===== src/soc_pkg.sv =====
`default_nettype none

package soc_pkg;

  // ==================================================
  // Widths
  // ==================================================
  localparam int unsigned XLEN = 32;
  localparam int unsigned BE_W = XLEN / 8;  // One enable per byte lane

  // ==================================================
  // Address map
  // ==================================================
  localparam logic [XLEN-1:0] RAM_BASE  = 32'h9000_0000;
  localparam int unsigned     RAM_WORDS = 256;
  localparam int unsigned     RAM_AW    = 8;           // Word address width of the scratchpad
  localparam int unsigned     RAM_LSB   = RAM_AW + 2;  // Lowest bit compared against RAM_BASE

  localparam logic [XLEN-1:0] GPIO_BASE = 32'h4000_0000;
  localparam int unsigned     GPIO_REGS = 4;
  localparam int unsigned     GPIO_AW   = $clog2(GPIO_REGS);
  localparam int unsigned     GPIO_LSB  = GPIO_AW + 2;  // 16 byte window
  localparam int unsigned     GPIO_W    = 4;            // Buttons, LEDs and interrupt lines

  // Word offsets inside the GPIO window
  localparam logic [GPIO_AW-1:0] GPIO_LED  = GPIO_AW'(0);  // Read and write
  localparam logic [GPIO_AW-1:0] GPIO_BTN  = GPIO_AW'(1);  // Synchronized buttons, read only
  localparam logic [GPIO_AW-1:0] GPIO_PEND = GPIO_AW'(2);  // Pending bits, write 1 to clear
  localparam logic [GPIO_AW-1:0] GPIO_EN   = GPIO_AW'(3);  // Interrupt enable mask

  // ==================================================
  // Bus types
  // ==================================================

  // Stage 2 target that a request was routed to
  typedef enum logic [1:0] {
    TGT_RAM  = 2'd0,
    TGT_GPIO = 2'd1,
    TGT_NONE = 2'd2
  } target_e;

  // Request from the core data port
  typedef struct packed {
    logic            valid;
    logic            we;
    logic [BE_W-1:0] be;
    logic [XLEN-1:0] addr;
    logic [XLEN-1:0] wdata;
  } bus_req_t;

  // Decoded request as seen by one peripheral
  typedef struct packed {
    logic              valid;
    logic              we;
    logic [BE_W-1:0]   be;
    logic [RAM_AW-1:0] word_addr;
    logic [XLEN-1:0]   wdata;
  } periph_req_t;

  typedef struct packed {
    logic            valid;
    logic [XLEN-1:0] rdata;  // Zero for writes
  } periph_resp_t;

  // Response back to the core, err marks an unmapped address
  typedef struct packed {
    logic            valid;
    logic [XLEN-1:0] rdata;
    logic            err;
  } bus_resp_t;

endpackage

`default_nettype wire


===== src/bus_decode.sv =====
`timescale 1ns/10ps
`default_nettype none

module bus_decode (
  input  wire logic                  clk_i,
  input  wire logic                  anrst_i,
  input  wire soc_pkg::bus_req_t     req_i,
  output soc_pkg::periph_req_t       ram_req_o,
  output soc_pkg::periph_req_t       gpio_req_o,
  output soc_pkg::target_e           tgt_o
);

  import soc_pkg::*;

  logic              hit_ram;
  logic              hit_gpio;
  target_e           tgt_d;
  logic [RAM_AW-1:0] word_addr_d;

  logic              ram_vld_q;
  logic              gpio_vld_q;
  target_e           tgt_q;
  logic              we_q;
  logic [BE_W-1:0]   be_q;
  logic [RAM_AW-1:0] word_addr_q;
  logic [XLEN-1:0]   wdata_q;

  // ==================================================
  // Region decode
  // ==================================================
  assign hit_ram  = req_i.addr[XLEN-1:RAM_LSB]  == RAM_BASE[XLEN-1:RAM_LSB];
  assign hit_gpio = req_i.addr[XLEN-1:GPIO_LSB] == GPIO_BASE[XLEN-1:GPIO_LSB];

  always_comb begin
    tgt_d = TGT_RAM;  // Idle cycles park on the RAM, whose reply then stays invalid
    if (req_i.valid) begin
      if (hit_gpio)
        tgt_d = TGT_GPIO;
      else if (!hit_ram)
        tgt_d = TGT_NONE;
    end
  end

  // Byte offset bits 1:0 are dropped here
  assign word_addr_d = hit_gpio ? RAM_AW'(req_i.addr[GPIO_LSB-1:2])
                                : req_i.addr[RAM_LSB-1:2];

  // ==================================================
  // Stage 1 registers
  // ==================================================
  always_ff @(posedge clk_i, negedge anrst_i) begin
    if (!anrst_i) begin
      ram_vld_q  <= 1'b0;
      gpio_vld_q <= 1'b0;
      tgt_q      <= TGT_RAM;
    end else begin
      ram_vld_q  <= req_i.valid & hit_ram;
      gpio_vld_q <= req_i.valid & hit_gpio;
      tgt_q      <= tgt_d;
    end
  end

  // Payload is shared by both peripheral requests
  always_ff @(posedge clk_i) begin
    we_q        <= req_i.we;
    be_q        <= req_i.be;
    word_addr_q <= word_addr_d;
    wdata_q     <= req_i.wdata;
  end

  always_comb begin
    ram_req_o.valid      = ram_vld_q;
    ram_req_o.we         = we_q;
    ram_req_o.be         = be_q;
    ram_req_o.word_addr  = word_addr_q;
    ram_req_o.wdata      = wdata_q;
    gpio_req_o.valid     = gpio_vld_q;
    gpio_req_o.we        = we_q;
    gpio_req_o.be        = be_q;
    gpio_req_o.word_addr = word_addr_q;
    gpio_req_o.wdata     = wdata_q;
  end

  assign tgt_o = tgt_q;

  // Stage 2 never sees one request at two peripherals
  a_one_target: assert property (@(posedge clk_i) disable iff (!anrst_i)
    !(ram_req_o.valid && gpio_req_o.valid));

endmodule

`default_nettype wire


===== config.mk =====
export PLATFORM = sky130hd
export DESIGN_NAME = bus_decode
export DESIGN_NICKNAME = d
export VERILOG_FILES = /design/src/soc_pkg.sv /design/src/bus_decode.sv
export SDC_FILE = /design/constraint.sdc
export NUM_CORES = 1
export LEC_CHECK = 0
export ABC_AREA = 1
export BUFFER_PORTS_ARGS = -buffer_cell sky130_fd_sc_hd__clkbuf_2
export CAP_MARGIN = 20
export CORE_UTILIZATION = 35
export DETAILED_ROUTE_END_ITERATION = 12
export PLACE_DENSITY = 0.9
export SLEW_MARGIN = 5
export SYNTH_ARGS = -nofsm -noshare
export SYNTH_HDL_FRONTEND = slang
export SYNTH_SLANG_ARGS = --single-unit

===== constraint.sdc =====
create_clock -name clk_i -period 0.8 [get_ports clk_i]
set_clock_uncertainty 0.05 [all_clocks]
set_input_delay 0.08 -clock clk_i [delete_from_list [all_inputs] [get_ports clk_i]]
set_output_delay 0.08 -clock clk_i [all_outputs]
set_load 0.02 [all_outputs]

* Word level (Yosys, flattened, before mapping)
Cells that the tools add are included.
Word-level totals: flip-flop bits (word level) 49, latch bits 0, memory bits (writable) 0, ROM bits 0, input port bits 72, output and inout bits 94, logic and storage cells 15, memories 0
Operators by class: $add $sub $neg 0, $mul 0, divide/modulo/power cells 0, $lt $le $gt $ge 0, equal/unequal tests 2, shift-type cells 0, multiplexer cells 3, bitwise gates (word level) 2, reductions and logical operators 0
Operators by type and width (number):
- equality test 28 x 27 -> 1 bit (second input constant) | 1
- equality test 22 bit (second input constant) | 1
- two-way mux 2 bit | 3
- AND 1 bit | 2

* Logic depth before layout (Yosys ltp)
word-level depth 4, mapped depth 7, mapped depth without buffers 7

* Worst setup path after synthesis
Ideal clock, no wire load.
path kind input to register, start point in req_i[61] (netlist name), end point reg tgt_q[1], in the netlist tgt_o[1], library setup time 117 ps, arrival time 569 ps, required time 633 ps, slack 64 ps, stages 5, buffers on the path 0, path through or2_0 > nor2_1 > nand3_1 > nand2_1 > nor2_1
On the way: cells in the longest elaborated chain, start to end 4, elaborated cells between the ends (all ways) 5, those cells by class eq/ne: 2; mux: 3
Ends and longest elaborated chain:
- from (decl) | RTL line bus_decode.sv:7 | input wire soc_pkg::bus_req_t req_i,
- equality test 22 bit | RTL line bus_decode.sv:31 | assign hit_ram = req_i.addr[XLEN-1:RAM_LSB] == RAM_BASE[XLEN-1:RAM_LSB];
- two-way mux 2 bit | RTL line bus_decode.sv:39 | else if (!hit_ram)
- two-way mux 2 bit * | RTL line bus_decode.sv:37 | if (hit_gpio)
- two-way mux 2 bit * | RTL line bus_decode.sv:36 | if (req_i.valid) begin
- via tgt_d[1] | RTL line bus_decode.sv:17 | target_e tgt_d;
- to (signal assigned) | RTL line bus_decode.sv:59 | tgt_q <= tgt_d;
- to (decl) | RTL line bus_decode.sv:22 | target_e tgt_q;
Mark *: on every way through the listed nets, which the timed path passes. The rest lies on a longest branch. A chain may end at the register's enable or synchronous reset.

* Final worst setup path
start point reg wdata_q[19], end point out ram_req_o[19] (netlist name)
RTL lines:
- from (decl) | RTL line bus_decode.sv:26 | logic [XLEN-1:0] wdata_q;
- from (signal assigned) | RTL line bus_decode.sv:68 | wdata_q <= req_i.wdata;
- to (decl) | RTL line bus_decode.sv:8 | output soc_pkg::periph_req_t ram_req_o,
No word-level cell between the ends.

==> flow_summary.yaml <==
routing:
  drtPass1Iterations: 4
  via_count: 1679
  vias_per_cell: 4.327
  ant_nets: 0
  wl_per_cell_um: 18.98
  dr.first_iter.drc_count: 31
  drt_wl_total_um: 7363
  drc: 0
clocking:
  htree_levels: 2
  clkTransAtPathRegs_ps: 100
  postCtsSetupRepairBufs: 0
  cts_tree: "yes"
  cts_inserted_buffers: 5
  cts.sinks: 48
  cts_buffer_depth: 2
  root_buffer: "clkbuf_8"
floorplan:
  fp.dieArea_sq_um: 4960
  die_w_um: 70.43
  initial_utilization_pct: 37.13
  core_sq_um: 4414
  die_y_um: 70.43
  num_rows: 24
  num_io_pins: 166
power_and_ir_drop:
  ir_drop_uv: 1103
  p_leak_nw: 1.819
  powerDensity_nw_per_um2: 1564
cells_and_area:
  diodes: 0
  drive_above_1_share_pct: 65.18
  finish.net_count: 407
  final_common_cell: "buf_8"
  finish.instance_area_sq_um: 3802
  syn_to_final_growth_pct: 132.0
  final_cell_mix: "buf_8, clkbuf_2, dlygate4sd3_1, dfxtp_4, nor2_1"
yosys:
  ys_ff_latch: 48
  yosysSeqAreaShare_pct: 59.54
  synth_top_area_share_pct: 54.96
  synth.cell_area_sq_um: 1639
  syn-num-nets: 243
  yosys_warnings: 0
  yosys-top-cells-area: "dfxtp_1, buf_4, nor2_1"
  synth_area_per_cell_sq_um: 9.585
  yosysUniqueCellTypes: 13
  synthCells: 171
  yosys.area.top_type: "dfxtp_1"
grt:
  antenna_found_initial: 0
  grt_max_degree: 17
  grt_use_total_pct: 25.49
  first_global_vias: 1731
  grt_pass1_wl_um: 9308
  overflow: 0
worst_setup_path:
  crit_path_start_kind: "flip-flop"
  critPathArrivalTime_ps: 830
  end_kind: "output port"
  crit_cells: 1
  cp_top_family: "flip-flops"
  slowest_delay_ps: 400
  worstPathRequired_ps: 670
  cp_max_fo: 2
  crit_path_cell_trace: "buf_8"
  path_buf_inv: 1
  crit_type: "reg2out"
  slowest_stage: "dfxtp_4"
timing:
  tightest_slew_ps: 214.5
  setup_violations: 94
  hold_ws_ps: 72.12
  max_freq_ghz: 1.043
  period_needed_ps: 959.0
  slew-limit-headroom_pct: 85.65
  timing.final.crit_share_pct: 119.9
  finalHoldViolCount: 0
  rsz0062_at_grt: "yes"
  report.final.slew_viol_count: 0
  setup_ws_ps: -159.0
placed_design:
  io_buffers: 163
  gp_congestion: 0.7155
  detailed_place_hpwl_um: 3099
  placed_area_sq_um: 2145
run:
  cap_violations: 0
run_status:
  violations: "negative setup slack"
  outcome: "finished with violations"
worst_hold_path:
  hold_class: "in2async"
==> routing by layer <==
metal	vias to the layer above	share of wire [%]	global-route usage (%)	wire (um)
li1	785	-	-	-
met1	785	36	23.32	2666
met3	10	5.6	5.628	409
met2	99	56	52.06	4137
met5	-	0	0	0
met4	0	2.0	10.67	149
==> registers in the layout, summed over array words and instances, names as in the netlist <==
register     cells
wdata_q         32
ram_vld_q        1
we_q             1
word_addr_q      8
be_q             4
tgt_o            2
==> kinds of logic (layout without fill, tap and decap cells) <==
family                 after synthesis  count (layout)  synth area share [%]
buffers and inverters               69             234                 27.02
flip-flops                          48              48                 59.54
AND/OR/NAND/NOR                     54              54                 13.44
==> final cells by class <==
class / instances / area, sq um
timing repair buffer: 212 / 2215
sequential: 48 / 1135
fill: 196 / 611.8
multi-input combinational: 54 / 220.2
clock buffer: 5 / 68.82
tap: 52 / 65.06
inverter: 14 / 52.55
clock inverter: 3 / 46.29
==> repair_timing <==
item / in CTS / in global routing
hold endpoints to repair: 51 / 0
setup endpoints to repair: 94 / 94
gates resized for setup: 214 / 139
pin swaps: 0 / 0
hold buffers: 47 / 0
gates cloned: 0 / 0
==> final timing paths <==
check	startpoint	endpoint	slack (ps)
min in group clk_i	req_i[54]	ram_vld_q	100
max in group asynchronous	anrst_i	ram_vld_q	520
min	anrst_i	tgt_o[0]	70
max	wdata_q[19]	ram_req_o[19]	-160
==> power by group <==
group          switching, mW  leakage, nW  total [mW]  internal (mW)
Combinational          0.591         1.33        1.49          0.898
Clock                  0.866       0.0548        1.81          0.943
Sequential             0.186        0.433        2.65           2.46
Total                   1.64         1.82        5.95           4.30
==> synth_stat cells, drive strengths merged <==
cell,n
buf,49
dfxtp,45
nor2,31
nand2,17
inv,14
clkbuf,6
dfrtp,3
nand4,2
and2,1
nand3,1
nand3b,1
or2,1
==> per-stage QoR <==
step           setup WS, ps  utilization (%)  TNS (ps)  cells  power [mW]
2_1_floorplan         64.23                -         0    171       3.169
3_3_place_gp         -106.3            48.58    -221.4    333       3.407
3_5_place_dp         -129.9            48.58    -274.7    333       3.424
4_1_cts              -168.2            80.98    -11360    388       5.724
5_1_grt              -190.4            86.14    -14890    388       6.178
6_report             -159.0            86.14    -12030    388       5.948
(Power assumes the default switching activity.)
