==> config.mk <==
export PLATFORM = sky130hd
export DESIGN_NAME = gpio_regs
export DESIGN_NICKNAME = d
export VERILOG_FILES = /design/src/soc_pkg.sv /design/src/gpio_regs.sv
export SDC_FILE = /design/constraint.sdc
export NUM_CORES = 1
export LEC_CHECK = 0
export BUFFER_PORTS_ARGS = -buffer_cell sky130_fd_sc_hd__buf_2
export CELL_PAD_IN_SITES_DETAIL_PLACEMENT = 1
export CELL_PAD_IN_SITES_GLOBAL_PLACEMENT = 2
export CORE_MARGIN = 2
export CORE_UTILIZATION = 23
export DETAILED_ROUTE_END_ITERATION = 8
export PLACE_DENSITY_LB_ADDON = 0.1
export SETUP_SLACK_MARGIN = 0.02
export SYNTH_ARGS = -nofsm -noshare
export SYNTH_HDL_FRONTEND = slang
export SYNTH_SLANG_ARGS = --single-unit
==> constraint.sdc <==
create_clock -name clk_i -period 1.5 [get_ports clk_i]
set_input_delay 0.375 -clock clk_i [delete_from_list [all_inputs] [get_ports clk_i]]
set_output_delay 0.375 -clock clk_i [all_outputs]
set_load 0.01 [all_outputs]
==> src/soc_pkg.sv <==
`default_nettype none

package soc_pkg;

  // ==================================================
  // Widths
  // ==================================================
  localparam int unsigned XLEN = 32;
  localparam int unsigned BE_W = XLEN / 8;  // One enable per byte lane

  // ==================================================
  // Address map
  // ==================================================
  localparam logic [XLEN-1:0] RAM_BASE  = 32'h9000_0000;
  localparam int unsigned     RAM_WORDS = 256;
  localparam int unsigned     RAM_AW    = 8;           // Word address width of the scratchpad
  localparam int unsigned     RAM_LSB   = RAM_AW + 2;  // Lowest bit compared against RAM_BASE

  localparam logic [XLEN-1:0] GPIO_BASE = 32'h4000_0000;
  localparam int unsigned     GPIO_REGS = 4;
  localparam int unsigned     GPIO_AW   = $clog2(GPIO_REGS);
  localparam int unsigned     GPIO_LSB  = GPIO_AW + 2;  // 16 byte window
  localparam int unsigned     GPIO_W    = 4;            // Buttons, LEDs and interrupt lines

  // Word offsets inside the GPIO window
  localparam logic [GPIO_AW-1:0] GPIO_LED  = GPIO_AW'(0);  // Read and write
  localparam logic [GPIO_AW-1:0] GPIO_BTN  = GPIO_AW'(1);  // Synchronized buttons, read only
  localparam logic [GPIO_AW-1:0] GPIO_PEND = GPIO_AW'(2);  // Pending bits, write 1 to clear
  localparam logic [GPIO_AW-1:0] GPIO_EN   = GPIO_AW'(3);  // Interrupt enable mask

  // ==================================================
  // Bus types
  // ==================================================

  // Stage 2 target that a request was routed to
  typedef enum logic [1:0] {
    TGT_RAM  = 2'd0,
    TGT_GPIO = 2'd1,
    TGT_NONE = 2'd2
  } target_e;

  // Request from the core data port
  typedef struct packed {
    logic            valid;
    logic            we;
    logic [BE_W-1:0] be;
    logic [XLEN-1:0] addr;
    logic [XLEN-1:0] wdata;
  } bus_req_t;

  // Decoded request as seen by one peripheral
  typedef struct packed {
    logic              valid;
    logic              we;
    logic [BE_W-1:0]   be;
    logic [RAM_AW-1:0] word_addr;
    logic [XLEN-1:0]   wdata;
  } periph_req_t;

  typedef struct packed {
    logic            valid;
    logic [XLEN-1:0] rdata;  // Zero for writes
  } periph_resp_t;

  // Response back to the core, err marks an unmapped address
  typedef struct packed {
    logic            valid;
    logic [XLEN-1:0] rdata;
    logic            err;
  } bus_resp_t;

endpackage

`default_nettype wire

==> src/gpio_regs.sv <==
`timescale 1ns/10ps
`default_nettype none

module gpio_regs (
  input  wire logic                       clk_i,
  input  wire logic                       anrst_i,
  input  wire soc_pkg::periph_req_t       req_i,
  output soc_pkg::periph_resp_t           resp_o,
  input  wire logic [soc_pkg::GPIO_W-1:0] btn_i,
  output logic [soc_pkg::GPIO_W-1:0]      led_o,
  output logic                            irq_o,
  input  wire logic                       accept_i
);

  import soc_pkg::*;

  logic [GPIO_AW-1:0] offset;
  logic               wr_en;
  logic [GPIO_W-1:0]  btn_rise;
  logic [GPIO_W-1:0]  pend_clr;
  logic [XLEN-1:0]    rdata_d;

  logic [GPIO_W-1:0]  led_q;
  logic [GPIO_W-1:0]  btn_meta_q;
  logic [GPIO_W-1:0]  btn_sync_q;
  logic [GPIO_W-1:0]  btn_prev_q;
  logic [GPIO_W-1:0]  pend_q;
  logic [GPIO_W-1:0]  en_q;
  logic               vld_q;
  logic [XLEN-1:0]    rdata_q;

  assign offset = req_i.word_addr[GPIO_AW-1:0];
  assign wr_en  = req_i.valid & req_i.we & req_i.be[0];  // All fields sit in byte 0

  // ==================================================
  // Button synchronizer and edge detect
  // ==================================================
  always_ff @(posedge clk_i, negedge anrst_i) begin
    if (!anrst_i) begin
      btn_meta_q <= '0;
      btn_sync_q <= '0;
      btn_prev_q <= '0;
    end else begin
      btn_meta_q <= btn_i;
      btn_sync_q <= btn_meta_q;
      btn_prev_q <= btn_sync_q;  // Last value for the edge detector
    end
  end

  assign btn_rise = btn_sync_q & ~btn_prev_q;

  // Write of 1 clears a pending bit
  assign pend_clr = (wr_en && offset == GPIO_PEND) ? req_i.wdata[GPIO_W-1:0] : '0;

  // ==================================================
  // Register file
  // ==================================================
  always_ff @(posedge clk_i, negedge anrst_i) begin
    if (!anrst_i) begin
      led_q  <= '0;
      pend_q <= '0;
      en_q   <= '0;
    end else begin
      if (wr_en && offset == GPIO_LED)
        led_q <= req_i.wdata[GPIO_W-1:0];
      if (wr_en && offset == GPIO_EN)
        en_q <= req_i.wdata[GPIO_W-1:0];
      // A new edge wins over any clear in the same cycle
      if (accept_i)
        pend_q <= btn_rise;
      else
        pend_q <= (pend_q & ~pend_clr) | btn_rise;
    end
  end

  // Read mux over the four register words
  always_comb begin
    rdata_d = '0;
    if (!req_i.we) begin
      case (offset)
        GPIO_LED:  rdata_d[GPIO_W-1:0] = led_q;
        GPIO_BTN:  rdata_d[GPIO_W-1:0] = btn_sync_q;
        GPIO_PEND: rdata_d[GPIO_W-1:0] = pend_q;
        GPIO_EN:   rdata_d[GPIO_W-1:0] = en_q;
        default:   rdata_d = '0;
      endcase
    end
  end

  always_ff @(posedge clk_i, negedge anrst_i) begin
    if (!anrst_i) begin
      vld_q <= 1'b0;
    end else begin
      vld_q <= req_i.valid;
    end
  end

  always_ff @(posedge clk_i) begin
    rdata_q <= rdata_d;
  end

  always_comb begin
    resp_o.valid = vld_q;
    resp_o.rdata = rdata_q;
  end

  assign led_o = led_q;
  assign irq_o = |(pend_q & en_q);  // Stays high until the pending bits are cleared

  // The mask opens only through a write to the enable word
  a_irq_masked: assert property (@(posedge clk_i) disable iff (!anrst_i)
    $rose(irq_o) |-> $past((en_q != '0) || (wr_en && offset == GPIO_EN)));

endmodule

`default_nettype wire

# Word level (Yosys, flattened, before mapping)

Cells that the tools add are included.

Register bits: 57
Input bits: 53
Output and inout port bits: 38

Equal/unequal tests: 3
Muxes and demuxes: 3
Bitwise operators: 8
Reduce and logical (&&, ||, !) cells: 5

Operators with widths:

| cell                                                                   | number |
|---|---|
| 4-bit case mux with 4 select lines                                     | 1 |
| 4-bit AND                                                              | 3 |
| 4-bit 2-to-1 mux                                                       | 2 |
| 4-bit NOT                                                              | 2 |
| 2-bit equality test (second input constant)                            | 2 |
| 4-bit bitwise OR                                                       | 1 |
| 4-bit OR reduction                                                     | 1 |
| 1-bit logical AND                                                      | 3 |
| 1-bit AND                                                              | 2 |
| 2-bit by 1-bit equality test with 1-bit output (second input constant) | 1 |
| 2-bit zero test                                                        | 1 |

# Depth between registers and ports, before layout

Depth after elaboration: 8
Depth in mapped cells: 4
Depth with buffers taken out: 3

# Least setup slack after synthesis

Ideal clock, no wire load.

Kind: in2reg
From: input req_i[40] (netlist bit)
To: register led_q[0] (netlist: led_o[0])
Library setup time: 0.125 ns
Arrival: 1.167 ns
Data required time: 1.375 ns
Slack: 0.208 ns
Cell stages on the path: 3
Path buffers: 0
Path through: nor2b_2 -> and4b_2 -> mux2_2

Word-level cells in the longest chain between the ends: 2

RTL lines:

| item                 | line            | source |
|---|---|---|
| start, declared      | gpio_regs.sv:7  | `input wire soc_pkg::periph_req_t req_i,` |
| 1-bit AND            | gpio_regs.sv:33 | `assign wr_en = req_i.valid & req_i.we & req_i.be[0];` |
| 1-bit logical AND    | gpio_regs.sv:64 | `if (wr_en && offset == GPIO_LED)` |
| end signal, assigned | gpio_regs.sv:65 | `led_q <= req_i.wdata[GPIO_W-1:0];` |
| end, declared        | gpio_regs.sv:23 | `logic [GPIO_W-1:0] led_q;` |

No other way between the ends.
A chain may end at the register's enable or synchronous reset.

# Final worst setup path

From: register pend_q[1]
To: output irq_o

Word-level cells in the longest chain between the ends: 2

RTL lines:

| item                   | line             | source |
|---|---|---|
| start, declared        | gpio_regs.sv:27  | `logic [GPIO_W-1:0] pend_q;` |
| start signal, assigned | gpio_regs.sv:70  | `pend_q <= btn_rise;` |
| start signal, assigned | gpio_regs.sv:72  | `pend_q <= (pend_q & ~pend_clr) \| btn_rise;` |
| 4-bit AND              | gpio_regs.sv:108 | `assign irq_o = \|(pend_q & en_q);` |
| 4-bit OR reduction     | gpio_regs.sv:108 |  |
| end, declared          | gpio_regs.sv:11  | `output logic irq_o,` |

No other way between the ends.

==> metrics.txt <==
result of the run=finished clean; vias in the first global route=776; Min Clock Period, post-route=1.456 ns; num rows=27; hold buffer count at cts=0; Port Buffers=25; clock power share=35.8%; die width=79.76 µm; RSZ-0062 raised after global routing=yes; endpoint class of the critical path=output port; clk_lat worst skew=0.28 ns; core area=5540 µm²; hold crit path type=in -> async; global route total overflow=0; worst stage delay on the critical path=0.39 ns; Net Sw Frac=25.76%; P per Cell Area=1231 nW/µm²; skew final=0.005411 ns; Largest delay share family, worst path=flip-flops; antenna viol nets, final=0; multi-input logic area=461.7 µm²; post-route cell area=1619 µm²; crit path from=pend_q[1]$_DFF_PN0_; DR iter-0 viols=34; WL/cell=12.73 µm; Yosys cell types=18; Final Wtd Congestion=0.7030; #FFs+latches synth=29; largest net degree at the start of global routing=26; P_leak=0.8248 nW; sequential cell area fraction in the yosys report=53.46%; Top Ports=91; die area=6361 µm²; fin. max-slew vios=0; Final Routed Wirelength=2736 µm; worst setup path category=reg -> out; detailed-route via count=787; worst path bufs/invs=1; Synth Area in Compound Gates=5.687%; vias per cell=3.660; Reg power frac=46.5%; Die Height=79.76 µm; mux cell area share after synthesis=15.92%; CTS H-tree depth=2; hpwl dp=2040 µm; root buffer cell=clkbuf_8; Synth Area in Adders=0%; # setup viols final=0; Cell Area, Synth=1320 µm²; CP required=1.12 ns; startpoint types=register; Worst Tran Pin Value=0.5933 ns; fraction of registers with async set/reset=86.21%; Final Hold Vio Count=0; CTS tree=done; Final period util=97.06%; Worst Path Arrival=1.08 ns; slew margin rel.=60.44%; Comb pwr share=17.7%; top_reg_cell synth=dfrtp_1; critical path's slowest cell=dfrtp_1; worst r2r src=pend_q[1]$_DFF_PN0_; # DRC=0; starting density of the core=23.83%; total global-route track usage=9.243%; Placed Area=1468 µm²; P_int=0.001480 W; Net Switching=0.0005136 W; Mean Syn Cell Area=13.33 µm²; largest family of logic cells by synthesized area=buffers and inverters; crit-path cells=a22oi_1, nand2_1, buf_2; CTS max path bufs=2; Synth-to-Final Area Change=22.65%; Reg area=705.7 µm²; Syn. warnings=0; number of fill cells=643; Peak VDD IR=0.0003099 V; post-synthesis xor/xnor area fraction=0%; Fmax=686.8 MHz; clock sinks=29; worst hold slack=0.09425 ns; EDFF count, synth=0; clk slew on worst S/H paths=0.07 ns; 1st-pass router iterations=4; max-cap violations=0; CP max FO=2; CTS Buf Count=5; first-pass GRT wire length=4229 µm; Synth Area in Simple Gates=5.024%; TNS Setup=0 ns; initial antenna violation count=0; synthesized instance count=99; layout cells sized above 1=41.26%; n_diodes=0; Nets=195
flip-flops by register name, summed over array words and instances (netlist names):
name,cells
btn_meta_q,4
btn_prev_q,4
btn_sync_q,4
en_q,4
led_o,4
pend_q,4
rdata_q,4
vld_q,1
final cells by class:
class | instances | share of cell area, %
Timing Repair Buffer | 39 | 14.22
Multi-Input combinational cell | 59 | 28.52
Tap cell | 72 | 5.564
Inverter | 8 | 1.855
Sequential cell | 29 | 43.59
Clock inverter | 1 | 0.3091
Clock buffer | 7 | 5.951
final timing paths:
check	endpoint	slack [ns]	cells past startpoint
max	irq_o	0.04	3
min	led_o[1]$_DFFE_PN0P_	0.09	1
max reg2reg	rdata_q[1]$_SDFF_PP0_	0.14	4
min reg2reg	btn_sync_q[2]$_DFF_PN0_	0.35	0
max in group asynchronous	btn_sync_q[3]$_DFF_PN0_	1.01	1
min in group clk_i	btn_meta_q[0]$_DFF_PN0_	0.20	1
worst register-to-register path, delay by kind of cell, from the launching register on:
family | cells | cell delay [ns]
buffers and inverters | 2 | 0.25
DFF | 1 | 0.39
muxes | 1 | 0.47
and+or+nand+nor | 1 | 0.14
synth_stat cells, types with 2 or more instances:
library cell	number	area (µm²)
a22oi_1	2	15.01
a311o_1	4	40.04
mux2_4	4	60.06
nor2b_1	4	25.02
o21ai_0	4	20.02
dfxtp_1	4	80.08
inv_1	8	30.03
buf_4	29	217.7
mux2_2	4	45.04
dfrtp_1	25	625.6
mux4_1	4	105.1
layer usage:
metal  vias to the layer above  share of wire [%]  global-route usage, %
met4                         0                1.7                  3.559
met3                         7                7.5                  4.072
met5                         -                  0                      0
met1                       385                 43                  11.63
li1                        365                  -                      -
met2                        30                 48                  13.95
per-stage QoR:
step                setup slack, ns  utilization (%)  total power (W)  cells
floorplan                    0.2080                -         0.001169    126
global placement            0.03244            26.49         0.001248    201
detailed placement          0.03475            26.49         0.001258    201
CTS                        0.004819            28.86         0.002012    213
global route               -0.01839            29.22         0.002118    215
finish                      0.04405            29.22         0.001994    215
power groups by stage:
stage	sequential [W]	clock [W]	combinational, W
3_3_place_gp	0.000939	0	0.000309
3_5_place_dp	0.000945	0	0.000312
2_1_floorplan	0.000944	0	0.000225
4_1_cts	0.000924	0.000744	0.000344
6_report	0.000926	0.000714	0.000353
5_1_grt	0.000941	0.000792	0.000386
repair_timing:
action / in CTS / in global routing
buffers inserted: 4 / 2
endpoints found under the setup margin: 1 / 1
gates resized for setup: 0 / 1
pin swaps: 1 / 0
cell families after synthesis:
logic type | count (synthesis)
AOI/OAI and AO/OA | 10
buffers and inverters | 38
DFF | 29
muxes | 12
other | 1
and+or+nand+nor | 9
placed cells by master, fill, tap and decap left out:
cell / instances
mux2_4: 4
buf_4: 14
clkbuf_8: 7
a22oi_2: 1
and3_1: 1
conb_1: 28
o21ai_0: 4
inv_1: 8
nand2_1: 1
clkinv_2: 1
mux4_1: 4
mux2_2: 4
and3_4: 1
dfxtp_1: 4
dfrtp_1: 25
buf_2: 25
nor2b_2: 1
nor2b_1: 4
and4b_2: 1
a311o_1: 4
a22oi_1: 1
No activity file was read; power rests on OpenSTA's default activity.
