==> src/soc_pkg.sv <==
`default_nettype none

package soc_pkg;

  // ==================================================
  // Widths
  // ==================================================
  localparam int unsigned XLEN = 32;
  localparam int unsigned BE_W = XLEN / 8;  // One enable per byte lane

  // ==================================================
  // Address map
  // ==================================================
  localparam logic [XLEN-1:0] RAM_BASE  = 32'h9000_0000;
  localparam int unsigned     RAM_WORDS = 256;
  localparam int unsigned     RAM_AW    = 8;           // Word address width of the scratchpad
  localparam int unsigned     RAM_LSB   = RAM_AW + 2;  // Lowest bit compared against RAM_BASE

  localparam logic [XLEN-1:0] GPIO_BASE = 32'h4000_0000;
  localparam int unsigned     GPIO_REGS = 4;
  localparam int unsigned     GPIO_AW   = $clog2(GPIO_REGS);
  localparam int unsigned     GPIO_LSB  = GPIO_AW + 2;  // 16 byte window
  localparam int unsigned     GPIO_W    = 4;            // Buttons, LEDs and interrupt lines

  // Word offsets inside the GPIO window
  localparam logic [GPIO_AW-1:0] GPIO_LED  = GPIO_AW'(0);  // Read and write
  localparam logic [GPIO_AW-1:0] GPIO_BTN  = GPIO_AW'(1);  // Synchronized buttons, read only
  localparam logic [GPIO_AW-1:0] GPIO_PEND = GPIO_AW'(2);  // Pending bits, write 1 to clear
  localparam logic [GPIO_AW-1:0] GPIO_EN   = GPIO_AW'(3);  // Interrupt enable mask

  // ==================================================
  // Bus types
  // ==================================================

  // Stage 2 target that a request was routed to
  typedef enum logic [1:0] {
    TGT_RAM  = 2'd0,
    TGT_GPIO = 2'd1,
    TGT_NONE = 2'd2
  } target_e;

  // Request from the core data port
  typedef struct packed {
    logic            valid;
    logic            we;
    logic [BE_W-1:0] be;
    logic [XLEN-1:0] addr;
    logic [XLEN-1:0] wdata;
  } bus_req_t;

  // Decoded request as seen by one peripheral
  typedef struct packed {
    logic              valid;
    logic              we;
    logic [BE_W-1:0]   be;
    logic [RAM_AW-1:0] word_addr;
    logic [XLEN-1:0]   wdata;
  } periph_req_t;

  typedef struct packed {
    logic            valid;
    logic [XLEN-1:0] rdata;  // Zero for writes
  } periph_resp_t;

  // Response back to the core, err marks an unmapped address
  typedef struct packed {
    logic            valid;
    logic [XLEN-1:0] rdata;
    logic            err;
  } bus_resp_t;

endpackage

`default_nettype wire

==> src/resp_merge.sv <==
`timescale 1ns/10ps
`default_nettype none

module resp_merge (
  input  wire logic                  clk_i,
  input  wire logic                  anrst_i,
  input  wire soc_pkg::target_e      tgt_i,
  input  wire soc_pkg::periph_resp_t ram_resp_i,
  input  wire soc_pkg::periph_resp_t gpio_resp_i,
  output soc_pkg::bus_resp_t         resp_o
);

  import soc_pkg::*;

  target_e         tgt_q;  // Lines up with the stage 2 replies
  bus_resp_t       resp_d;
  logic            vld_q;
  logic            err_q;
  logic [XLEN-1:0] rdata_q;

  always_ff @(posedge clk_i, negedge anrst_i) begin
    if (!anrst_i) begin
      tgt_q <= TGT_RAM;
    end else begin
      tgt_q <= tgt_i;
    end
  end

  // ==================================================
  // Reply select
  // ==================================================
  always_comb begin
    resp_d = '0;
    case (tgt_q)
      TGT_RAM: begin
        resp_d.valid = ram_resp_i.valid;
        resp_d.rdata = ram_resp_i.rdata;
      end
      TGT_GPIO: begin
        resp_d.valid = gpio_resp_i.valid;
        resp_d.rdata = gpio_resp_i.rdata;
      end
      TGT_NONE: begin
        resp_d.valid = 1'b1;  // Nothing to wait for, answer with an error at once
        resp_d.err   = 1'b1;
      end
      default: resp_d = '0;
    endcase
  end

  always_ff @(posedge clk_i, negedge anrst_i) begin
    if (!anrst_i) begin
      vld_q <= 1'b0;
      err_q <= 1'b0;
    end else begin
      vld_q <= resp_d.valid;
      err_q <= resp_d.err;
    end
  end

  always_ff @(posedge clk_i) begin
    rdata_q <= resp_d.rdata;
  end

  always_comb begin
    resp_o.valid = vld_q;
    resp_o.rdata = rdata_q;
    resp_o.err   = err_q;
  end

  // A reply from a peripheral that was not addressed would be lost
  a_reply_expected: assert property (@(posedge clk_i) disable iff (!anrst_i)
    (ram_resp_i.valid -> tgt_q == TGT_RAM) && (gpio_resp_i.valid -> tgt_q == TGT_GPIO));

endmodule

`default_nettype wire

==> config.mk <==
export PLATFORM = sky130hd
export DESIGN_NAME = resp_merge
export DESIGN_NICKNAME = d
export VERILOG_FILES = /design/src/soc_pkg.sv /design/src/resp_merge.sv
export SDC_FILE = /design/constraint.sdc
export NUM_CORES = 1
export LEC_CHECK = 0
export ABC_AREA = 1
export BUFFER_PORTS_ARGS = -buffer_cell sky130_fd_sc_hd__buf_2
export CAP_MARGIN = 20
export CORE_ASPECT_RATIO = 1.75
export CORE_MARGIN = 1
export CORE_UTILIZATION = 34
export CTS_CLUSTER_DIAMETER = 60
export DETAILED_ROUTE_END_ITERATION = 7
export PLACE_DENSITY_LB_ADDON = 0.08
export SYNTH_ARGS = -nofsm -noshare
export SYNTH_HDL_FRONTEND = slang
export SYNTH_SLANG_ARGS = --single-unit
==> constraint.sdc <==
create_clock -name clk_i -period 0.95 [get_ports clk_i]
set_clock_uncertainty 0.05 [all_clocks]
set_input_delay 0.19 -clock clk_i [delete_from_list [all_inputs] [get_ports clk_i]]
set_output_delay 0.19 -clock clk_i [all_outputs]
set_load 0.02 [all_outputs]
# Yosys cells after proc, flatten, opt, wreduce, memory -nomap -nowiden
# Index checks and enable logic that the tools add are counted.
[classes]
mux = 3
n_eq_ne = 2
reduce_logical = 1
[op_table]
columns = ["cell", "n"]
rows = [
  ["32-bit one-hot mux with 2 select lines", 1],
  ["1-bit one-hot mux with 3 select lines", 1],
  ["2-bit by 1-bit == test with 1-bit output, second input constant", 1],
  ["2-bit == test, second input constant", 1],
  ["2-bit zero test", 1],
  ["1-bit two-way mux", 1],
]
[totals]
output_inout_bits = 34
input_bits = 70
register_bits = 36

# Longest topological paths before layout
# Gate-level depths: netlist of the first run.
[depth]
ltp_word = 2
ltp_mapped = 5
depth_no_buf = 3

# Worst setup path before layout of the first run
# No wires, ideal clock.
[synth_path]
path_type = "reg-to-reg"
start = "register tgt_q[0]"
end = "register rdata_q[1]"
path_stages_with_launch = 6
path_buffers = 2
setup_time_ns = 0.058
arrival_ns = 0.865
path_slack_ns = -0.024
t_required_ns = 0.842
synth_period_minus_slack_ns = 0.974
path_cell_list = "dfrtp_1 buf_6 nor2_4 buf_8 nand2_2 nand2_1"
[synth_lines]
columns = ["item", "line_no", "rtl"]
rows = [
  ["from (decl)", "resp_merge.sv:15", "target_e tgt_q;"],
  ["from (signal assigned)", "resp_merge.sv:25", "tgt_q <= tgt_i;"],
  ["to (signal assigned)", "resp_merge.sv:62", "rdata_q <= resp_d.rdata;"],
  ["to (decl)", "resp_merge.sv:19", "logic [XLEN-1:0] rdata_q;"],
]

# Worst setup path in the final report of the first run
[layout_path]
start = "register vld_q"
end = "output port resp_o[33] (netlist name)"
[layout_lines]
columns = ["item", "line_no", "rtl"]
rows = [
  ["from (decl)", "resp_merge.sv:17", "logic vld_q;"],
  ["from (signal assigned)", "resp_merge.sv:56", "vld_q <= resp_d.valid;"],
  ["to (decl)", "resp_merge.sv:10", "output soc_pkg::bus_resp_t resp_o"],
]
# No word-level cell between the ends.

==> impl_results.md, run 1 <==
* TritonCTS Sinks at 36
* Commonest register cell after synthesis: dfxtp_1
* Hold Path Stages at 3
* Slew at the pin closest to its max-slew limit at approximately 150 ps
* Post-layout min period at just over 1000 ps
* CP max FO at 1
* Post-route core utilization at 0.6283
* Sequential fraction of the synthesis area at 0.5714
* Die area at approximately 4000 um2
* Top cell type's share of synthesized area at 0.4942
* Syn_area_per_cell at roughly 8.6 um2
* Crit path capture type: output pin
* Setup ws final at -81.65 ps
* Achievable Freq at 969.3 MHz
* Initial antenna violation count at 0
* DRC violation count after routing at 0
* Async SR Flop Fraction at 0.1111
* FF-to-FF Start: tgt_q[1]
* Dpl hpwl at around 2.5 mm
* Worst R2R Setup Slack at -70 ps
* RSZ-0062 raised after global routing: true
* Count leader, synth: nand2_1
* Buf+Inv Stages, Crit Path at 1
* Yosys reg bits at 36
* Total Routed Length at ~3.4 mm
* Cells after Synth at around 150
* Row cnt at 29
* Data required, critical path at between 700 and 800 ps
* ANT cells at 0
* Tcrit/Tclk final at 1.086
* Vias in the first global route at roughly 1400
* Layout area overhead at 75.87%
* Vias per inst at roughly 4.4
* Maximum vdd drop at 1009 uV
* Leak at 1.211 nW
* Core area at roughly 3600 um2
* TritonCTS buffer count at 5
* Clk Latency, worst-skew pair at about 280 ps
* Gr usage total at 0.1864
* Commonest cells post-synth: nand2_1 (55), nand3_1 (33), dfxtp_1 (32), nand2_2 (10), buf_2 (6)
* Final Hold Violating Endpoints at 0
* Net count, final at 330
* Starting DRT DRC Count at 7
* MaxCap Viol Count at 0
* Largest net degree at the start of global routing at 19
* Placed Instances at 296
* CP cell instances: buf_6
* Endpoints failing setup at 65
* I/O pins at about 100
* Status: finished with violations
* H-Tree Depth at 2
* Routability congestion estimate at approximately 0.75
* Worst path slowest cell: dfrtp_1
* # port buffers at approximately 100
* Global route overflow at 0
* Synth warn at 0
* Top post-synthesis cells by area: dfxtp_1 (49%), nand2_1 (16%), nand3_1 (13%)
* TritonCTS clock tree: built
* Setup crit start kind: register
* Violated checks: negative setup slack
* Netlist Area Pre-Place at around 1300 um2
* Fin cells at between 300 and 400
* Routed WL per cell at between 10 and 15 um
* Share of cells above drive strength 1 at 0.6552
* Critical Path Max Stage Delay at around 380 ps
* Max Slew Vio Count at 0
* Mapped Nets at 221
* Worst slew margin at 0.8971
* R2R cell count at 4
* Vias at between 1000 and 1500
* Clock transition at the registers of the reported paths at about 70 ps
* Synth unique cells at 14
* Arrival @ worst endpoint at between 700 and 800 ps
* CP Launch Point: vld_q
* Starting Density at 0.3572
* Die Ht at roughly 84 um
* Reg-to-reg critical path endpoint: rdata_q[12]
* Min-Delay Path Class: in -> reg
* CP delay by family, top: flip-flops
* Pre-Repair DR Iteration Count at 4
* Post-synth EDFFs at 0
* Max Root-Sink Buffers at 2
* Worst setup path class: reg -> out
* Die width at around 49 um
* Clk root buf: clkbuf_8
* Pre-CTS worst setup slack at -39.80 ps
* Setup crit end: resp_o[33]
* Area leader, netlist: dfxtp_1
* Antenna Violating Nets Remaining at 0
* PD cells at around 1500 nW/um2
* CP Depth at 1
* First-pass GRT wire length at about 5.8 mm
## worst reg2reg max path, stage by stage (launching register included)
cell and delay (ps):
dfrtp_1 430, nor2_4 190, buf_12 170, nand2_1 60, nand2_1 60
## layer usage
metal,global-route usage,routed length (um)
met1,0.1636,1159
met2,0.3611,1941
met3,0.06740,260
met4,0.08021,62
met5,0,0
## worst min-delay path by stage
stage	to	slack (ps)	from
floorplan	err_q	-160	anrst_i
global placement	err_q	-50	anrst_i
detailed placement	err_q	-50	anrst_i
CTS	rdata_q[13]	30	ram_resp_i[13]
global route	rdata_q[10]	40	ram_resp_i[10]
finish	rdata_q[22]	40	ram_resp_i[22]
## state kept, by name (all words and copies together), names as in the netlist
signal	cells
err_q	1
rdata_q	32
tgt_q	2
vld_q	1
## timing repair
action                                 CTS  global route
endpoints found under the hold margin    6             0
setup endpoints to repair               67            67
gates resized for setup                111             1
hold buffers                             3             0
setup buffers                            0             0
## logic make-up (layout without fill, tap and decap cells)
| logic type | after synthesis | in the layout | share of synthesized area |
|---|---|---|---|
| AO/OA/AOI/OAI | 1 | 1 | 0.003857 |
| buffers and inverters | 14 | 124 | 0.07817 |
| flip-flops | 36 | 36 | 0.5714 |
| AND/OR/NAND/NOR | 100 | 100 | 0.3465 |
## placed cells by master (no fill, tap or decap), types with 2 or more instances in the layout
cell type,synthesis,routed
buf_12,0,3
buf_2,6,69
buf_4,2,3
buf_6,3,36
clkbuf_1,0,2
clkbuf_8,0,6
dfrtp_1,4,3
dfxtp_2,0,32
dlygate4sd3_1,0,3
nand2_1,55,47
nand2_2,10,18
nand3_1,33,32
## final cells by class
type	instances	area, um2
multi-input cells	101	479.2
repair buffers	114	863.3
inverters	2	7.507
flip-flops and latches	36	782.0
well taps	46	57.56
fillers	328	1349
clock buffers	8	90.09
## report_power, final
| part | leakage (nW) | switching, mW | internal, mW |
|---|---|---|---|
| sequential | 0.322 | 0.0516 | 1.64 |
| clock | 0.0455 | 0.503 | 0.591 |
| combinational | 0.843 | 0.337 | 0.383 |
## metrics by stage
step	hold slack [ps]	power, mW	area, um2	setup TNS [ps]
after global placement	-53.45	2.261	1873	-47.82
after CTS	34.41	3.551	2278	-2605
after floorplan	-155.6	1.981	1296	-439.0
final	42.44	3.503	2280	-1844
after detailed placement	-52.88	2.262	1873	-723.8
after global routing	39.54	3.683	2280	-4377
(Power assumes the default switching activity.)
==> inputs of run 2 (changes only) <==
--- a/config.mk
+++ b/config.mk
@@ -14,6 +14,7 @@
 export CTS_CLUSTER_DIAMETER = 60
 export DETAILED_ROUTE_END_ITERATION = 7
 export PLACE_DENSITY_LB_ADDON = 0.08
+export SKIP_LAST_GASP = 1
 export SYNTH_ARGS = -nofsm -noshare
 export SYNTH_HDL_FRONTEND = slang
 export SYNTH_SLANG_ARGS = --single-unit
==> run 2 against run 1 <==
The flow still finishes with violations (negative setup slack). Via count shrank 0.15%. Die area stayed put. Global-route usage down 0.075 points. Sequential share of layout area rose by 0.076 points. Worst setup slack lost 0.68 ps. Wire length fell by 0.55%. Sequential power hardly changed. Hold slack about the same. Critical path type unchanged. Critical endpoint unchanged.
==> impl_results.md, run 2 (synthesis gave the netlist of run 1 again) <==
* Buf+Inv Stages, Crit Path at 1 (unchanged)
* # port buffers at 103 (unchanged)
* Clk Latency, worst-skew pair at 280 ps (about the same)
* CP cell instances: buf_6
* Pre-CTS worst setup slack at -39.80 ps (unchanged)
* ANT cells at 0 (unchanged)
* Post-layout min period at 1032 ps (+0.6754 ps)
* I/O pins at 104 (unchanged)
* Maximum vdd drop at 1010 uV (about the same)
* Worst setup path class: reg -> out
* Routed WL per cell at 11.09 um (-0.55%)
* Starting Density at 0.3572 (unchanged)
* R2R cell count at 4 (unchanged)
* Critical Path Max Stage Delay at 380 ps (about the same)
* Share of cells above drive strength 1 at 0.6513 (-0.003831)
* Most common cell after layout, fill and taps aside: buf_2
* Violated checks: negative setup slack
* Post-DP Area at 1873 um2 (unchanged)
* Most flops, register: rdata_q
* Hold Path Stages at 3 (unchanged)
* Arrival @ worst endpoint at 790 ps (about the same)
* Setup crit start kind: register
* Worst R2R Setup Slack at -70 ps (about the same)
* Largest net degree at the start of global routing at 19 (unchanged)
* DRC violation count after routing at 0 (unchanged)
* Setup ws final at -82.33 ps (-0.6754 ps)
* TritonCTS clock tree: built
* TritonCTS buffer count at 5 (unchanged)
* H-Tree Depth at 2 (unchanged)
* Data required, critical path at 710 ps (about the same)
* Die area at 4073 um2 (unchanged)
* Gr usage total at 0.1856 (-0.0007516)
* Pre-Repair DR Iteration Count at 4 (unchanged)
* Reg-to-reg critical path endpoint: rdata_q[12]
* Global route overflow at 0 (unchanged)
* Initial antenna violation count at 0 (unchanged)
* First-pass GRT wire length at 5.809 mm (-0.60%)
* Worst path slowest cell: dfrtp_1
* RSZ-0062 raised after global routing: true
* Crit path capture type: output pin
* Top flop regs: rdata_q x32, tgt_q x2
* Worst slew margin at 0.8971 (about the same)
* CP max FO at 1 (unchanged)
* Clk root buf: clkbuf_8
* Starting DRT DRC Count at 6 (-1)
* Clock transition at the registers of the reported paths at 70 ps (about the same)
* Total Routed Length at 3.405 mm (-0.55%)
* Antenna Violating Nets Remaining at 0 (unchanged)
* Hold EP: rdata_q[22]
* PD cells at 1539 nW/um2 (+0.18%)
* Tcrit/Tclk final at 1.087 (about the same)
* Die width at 48.68 um (unchanged)
* Row cnt at 29 (unchanged)
* Commonest cells after routing, fill and taps aside: buf_2 (69), nand2_1 (47), buf_6 (36)
* Endpoints failing setup at 66 (+1.5%)
* Largest register FFs at 32 (unchanged)
* MaxCap Viol Count at 0 (unchanged)
* Net count, final at 330 (unchanged)
* Leak at 1.210 nW (about the same)
* Max Root-Sink Buffers at 2 (unchanged)
* Die Ht at 83.68 um (unchanged)
* FF-to-FF Start: tgt_q[1]
* CP delay by family, top: flip-flops
* Achievable Freq at 968.7 MHz (about the same)
* Core area at 3628 um2 (unchanged)
* Setup Fix Bufs, Post-CTS at 0 (unchanged)
* Dpl hpwl at 2.463 mm (unchanged)
* Final Hold Violating Endpoints at 0 (unchanged)
* Routability congestion estimate at 0.7524 (unchanged)
* Layout area overhead at 75.48%
* Vias per inst at 4.410 (-0.15%)
* Max Slew Vio Count at 0 (unchanged)
* Vias in the first global route at 1378 (-0.72%)
* Cell area after layout at 2275 um2 (-0.22%)
* Worst hold path startpoint: ram_resp_i[22]
* Slew at the pin closest to its max-slew limit at 152.7 ps (+0.001550 ps)
* Vias at 1354 (-0.15%)
* TritonCTS Sinks at 36 (unchanged)
* Min-Delay Path Class: in -> reg
* Status: finished with violations
run 2: cell types whose count changed in the layout (fill, tap and decap cells not counted):
cell	change
nand3_1	+1
nand3_2	-1
run 2: cell type report:
type | count | area [um2]
fillers | 329 | 1354
repair buffers | 114 | 863.3
flip-flops and latches | 36 | 782.0
multi-input cells | 101 | 474.2
clock buffers | 8 | 90.09
well taps | 46 | 57.56
inverters | 2 | 7.507
run 2: worst max path at each step:
| stage | cells past startpoint | startpoint | slack (ps) | to |
|---|---|---|---|---|
| after floorplan | 5 | tgt_q[0] | -20 | rdata_q[1] |
| after global placement | 4 | tgt_q[1] | -10 | rdata_q[23] |
| after detailed placement | 4 | tgt_q[0] | -40 | rdata_q[23] |
| after CTS | 1 | vld_q | -100 | resp_o[33] |
| after global routing | 4 | tgt_q[1] | -120 | rdata_q[20] |
| final | 1 | vld_q | -80 | resp_o[33] |
run 2: where the power goes:
part           internal, mW  switching (mW)
sequential             1.64          0.0516
combinational         0.382           0.336
clock                 0.591           0.504
total                  2.61           0.891
run 2: per-stage QoR:
step                power [mW]  hold slack (ps)  TNS [ps]  utilization  cells
floorplan                1.981           -155.6    -439.0            -    151
detailed placement       2.262           -52.88    -723.8       0.5162    296
CTS                      3.549            34.41     -2621       0.6266    307
finish                   3.501            42.32     -1861       0.6269    307
global placement         2.261           -53.45    -47.82       0.5162    296
global route             3.681            39.54     -4391       0.6269    307
run 2: what timing repair did:
item / 4_1_cts / 5_1_grt
endpoints found under the setup margin: 67 / 67
endpoints found under the hold margin: 6 / 0
hold buffers: 3 / 0
resized for setup: 110 / 1
run 2: metal layers:
metal	up-vias	routed length [um]	global-route usage
met2	61	1931	0.3598
met4	0	62	0.08021
met5	-	0	0
li1	690	-	-
met3	6	261	0.06740
met1	597	1150	0.1625
==> inputs of run 3 (changes only) <==
--- a/config.mk
+++ b/config.mk
@@ -10,7 +10,7 @@
 export CAP_MARGIN = 20
 export CORE_ASPECT_RATIO = 1.75
 export CORE_MARGIN = 1
-export CORE_UTILIZATION = 34
+export CORE_UTILIZATION = 38
 export CTS_CLUSTER_DIAMETER = 60
 export DETAILED_ROUTE_END_ITERATION = 7
 export PLACE_DENSITY_LB_ADDON = 0.08
==> constraint.sdc (replaced) <==
create_clock -name clk_i -period 1.1 [get_ports clk_i]
set_clock_uncertainty 0.05 [all_clocks]
set_input_delay 0.22 -clock clk_i [delete_from_list [all_inputs] [get_ports clk_i]]
set_output_delay 0.22 -clock clk_i [all_outputs]
set_load 0.02 [all_outputs]
==> run 3 against run 2 <==
Critical endpoint unchanged. Worst setup slack gained 120 ps. The run now ends clean. First-iteration DRC count increased by 83%. Design area decreased by 14%. Cell count decreased by 1.6%. Sequential power shrank 16%. Via count down 0.74%. Critical path depth did not move.
==> impl_results.md, run 3 (synthesis gave the netlist of run 1 again) <==
* CP cell instances: buf_2
* Area of the multi-input gates at 454.2 um2 (-4.2%)
* Sequential share of power at 0.498 (+0.016)
* Row cnt at 27 (-6.9%)
* Placed Instances at 291 (-1.7%)
* Clk root buf: clkbuf_8
* Die Ht at 79.27 um (-5.3%)
* Maximum vdd drop at 990.9 uV (-1.9%)
* MaxCap Viol Count at 0 (unchanged)
* Total Routed Length at 3.199 mm (-6.0%)
* Most common cell after layout, fill and taps aside: buf_2
* Die area at 3658 um2 (-10%)
* Hold EP: rdata_q[21]
* Routed WL per cell at 10.59 um (-4.5%)
* Vias in the first global route at 1307 (-5.2%)
* Initial antenna violation count at 0 (unchanged)
* Antenna Violating Nets Remaining at 0 (unchanged)
* Pre-Repair DR Iteration Count at 4 (unchanged)
* Worst hold path startpoint: ram_resp_i[21]
* Post-route core utilization at 0.6113 (-0.01559)
* Status: finished clean
* Hold WS at 78.45 ps (+36.14 ps)
* Largest net degree at the start of global routing at 27 (+8)
* Fillers at 305 (-7.3%)
* Clock power share at 0.327 (+0.014)
* Final Hold Violating Endpoints at 0 (unchanged)
* PD cells at 1452 nW/um2 (-5.6%)
* Worst R2R Setup Slack at 110 ps (+180 ps)
* Most flops, register: rdata_q
* FF-to-FF Start: tgt_q[1]
* Buf+Inv Stages, Crit Path at 1 (unchanged)
* Int Power at 2.123 mW (-19%)
* Net load switching power at 0.7264 mW (-18%)
* Clk Latency, worst-skew pair at 280 ps (about the same)
* Combinational share of power at 0.174 (-0.031)
* CP delay by family, top: flip-flops
* Vias at 1344 (-0.74%)
* Data required, critical path at 830 ps (+120 ps)
* Core area at 3209 um2 (-12%)
* ANT cells at 0 (unchanged)
* Hold Path Stages at 3 (unchanged)
* Starting DRT DRC Count at 11 (+5)
* Gr usage total at 0.1927 (+0.007057)
* Commonest cells after routing, fill and taps aside: buf_2 (103), nand2_1 (55), nand3_1 (33)
* Largest register FFs at 32 (unchanged)
* Setup crit start kind: register
* R2R cell count at 4 (unchanged)
* Top flop regs: rdata_q x32, tgt_q x2
* H-Tree Depth at 2 (unchanged)
* Share of cells above drive strength 1 at 0.4903 (-0.1610)
* Post-layout min period at 1059 ps
* TritonCTS buffer count at 5 (unchanged)
* Tcrit/Tclk final at 0.9631
* Dpl hpwl at 2.401 mm (-2.5%)
* Die width at 46.15 um (-5.2%)
* TritonCTS Sinks at 36 (unchanged)
* Crit path capture type: output pin
* Achievable Freq at 943.9 MHz
* Layout area overhead at 51.35%
* Reg-to-reg critical path endpoint: rdata_q[11]
* Min-Delay Path Class: in -> reg
* Worst path slowest cell: dfrtp_1
* Max Slew Vio Count at 0 (unchanged)
* CP max FO at 1 (unchanged)
* Endpoints failing setup at 0 (-100%)
* I/O pins at 104 (unchanged)
* Worst slew margin at 0.8763 (-0.02080)
* # port buffers at 103 (unchanged)
* Switch share at 0.2550 (+0.0004656)
* Worst setup path class: reg -> out
* Slew at the pin closest to its max-slew limit at 183.6 ps (+30.88 ps)
* First-pass GRT wire length at 5.161 mm (-11%)
* Total negative setup slack at 0 ps (+1861 ps)
* Net count, final at 328 (-0.61%)
* Setup ws final at 40.61 ps (+122.9 ps)
* Pre-CTS worst setup slack at 116.5 ps (+156.3 ps)
* Fin cells at 302 (-1.6%)
* Starting Density at 0.4039 (+0.04666)
* Vias per inst at 4.450 (+0.90%)
* TritonCTS clock tree: built
* Arrival @ worst endpoint at 790 ps (about the same)
* Reg area at 740.7 um2 (-5.3%)
* DRC violation count after routing at 0 (unchanged)
* Critical Path Max Stage Delay at 360 ps (-20 ps)
* Clock transition at the registers of the reported paths at 70 ps (about the same)
* RSZ-0062 raised after global routing: false
* Global route overflow at 0 (unchanged)
* Leak at 1.137 nW (-6.1%)
* Max Root-Sink Buffers at 2 (unchanged)
* Routability congestion estimate at 0.7911 (+5.1%)
## run 3: worst max-delay path by stage
| stage | cells after the start | start | endpoint |
|---|---|---|---|
| floorplan | 5 | tgt_q[0] | rdata_q[1] |
| global placement | 4 | tgt_q[1] | rdata_q[11] |
| detailed placement | 4 | tgt_q[1] | rdata_q[11] |
| CTS | 1 | vld_q | resp_o[33] |
| global route | 1 | err_q | resp_o[0] |
| finish | 1 | vld_q | resp_o[33] |
## run 3: stage by stage
stage	area, um2	power [mW]
detailed placement	1842	1.942
CTS	1962	2.893
global placement	1842	1.940
finish	1962	2.849
global route	1962	3.011
floorplan	1296	1.711
## run 3: power groups by stage
stage | Sequential, mW | Clock (mW) | Combinational [mW]
floorplan | 1.56 | 0 | 0.155
global placement | 1.45 | 0 | 0.493
detailed placement | 1.45 | 0 | 0.493
CTS | 1.42 | 0.970 | 0.503
global route | 1.43 | 1.03 | 0.547
finish | 1.42 | 0.933 | 0.497
## run 3: layer usage
metal  global-route usage  vias to the layer above  routed length, um
li1                     -                      689                  -
met1               0.1838                      580               1196
met2               0.3606                       70               1746
met3              0.04091                        5                209
met4              0.08824                        0                 46
met5                    0                        -                  0
## run 3: what timing repair did
action,CTS,global route
hold buffers,3,0
resized for setup,0,0
buffers inserted,0,0
hold endpoints to repair,6,0
## run 3: layout make-up
cell class / count / area share
clock buffers: 8 / 0.04592
inverters: 2 / 0.003827
multi-input cells: 101 / 0.2315
flip-flops and latches: 36 / 0.3776
well taps: 43 / 0.02742
repair buffers: 112 / 0.3138
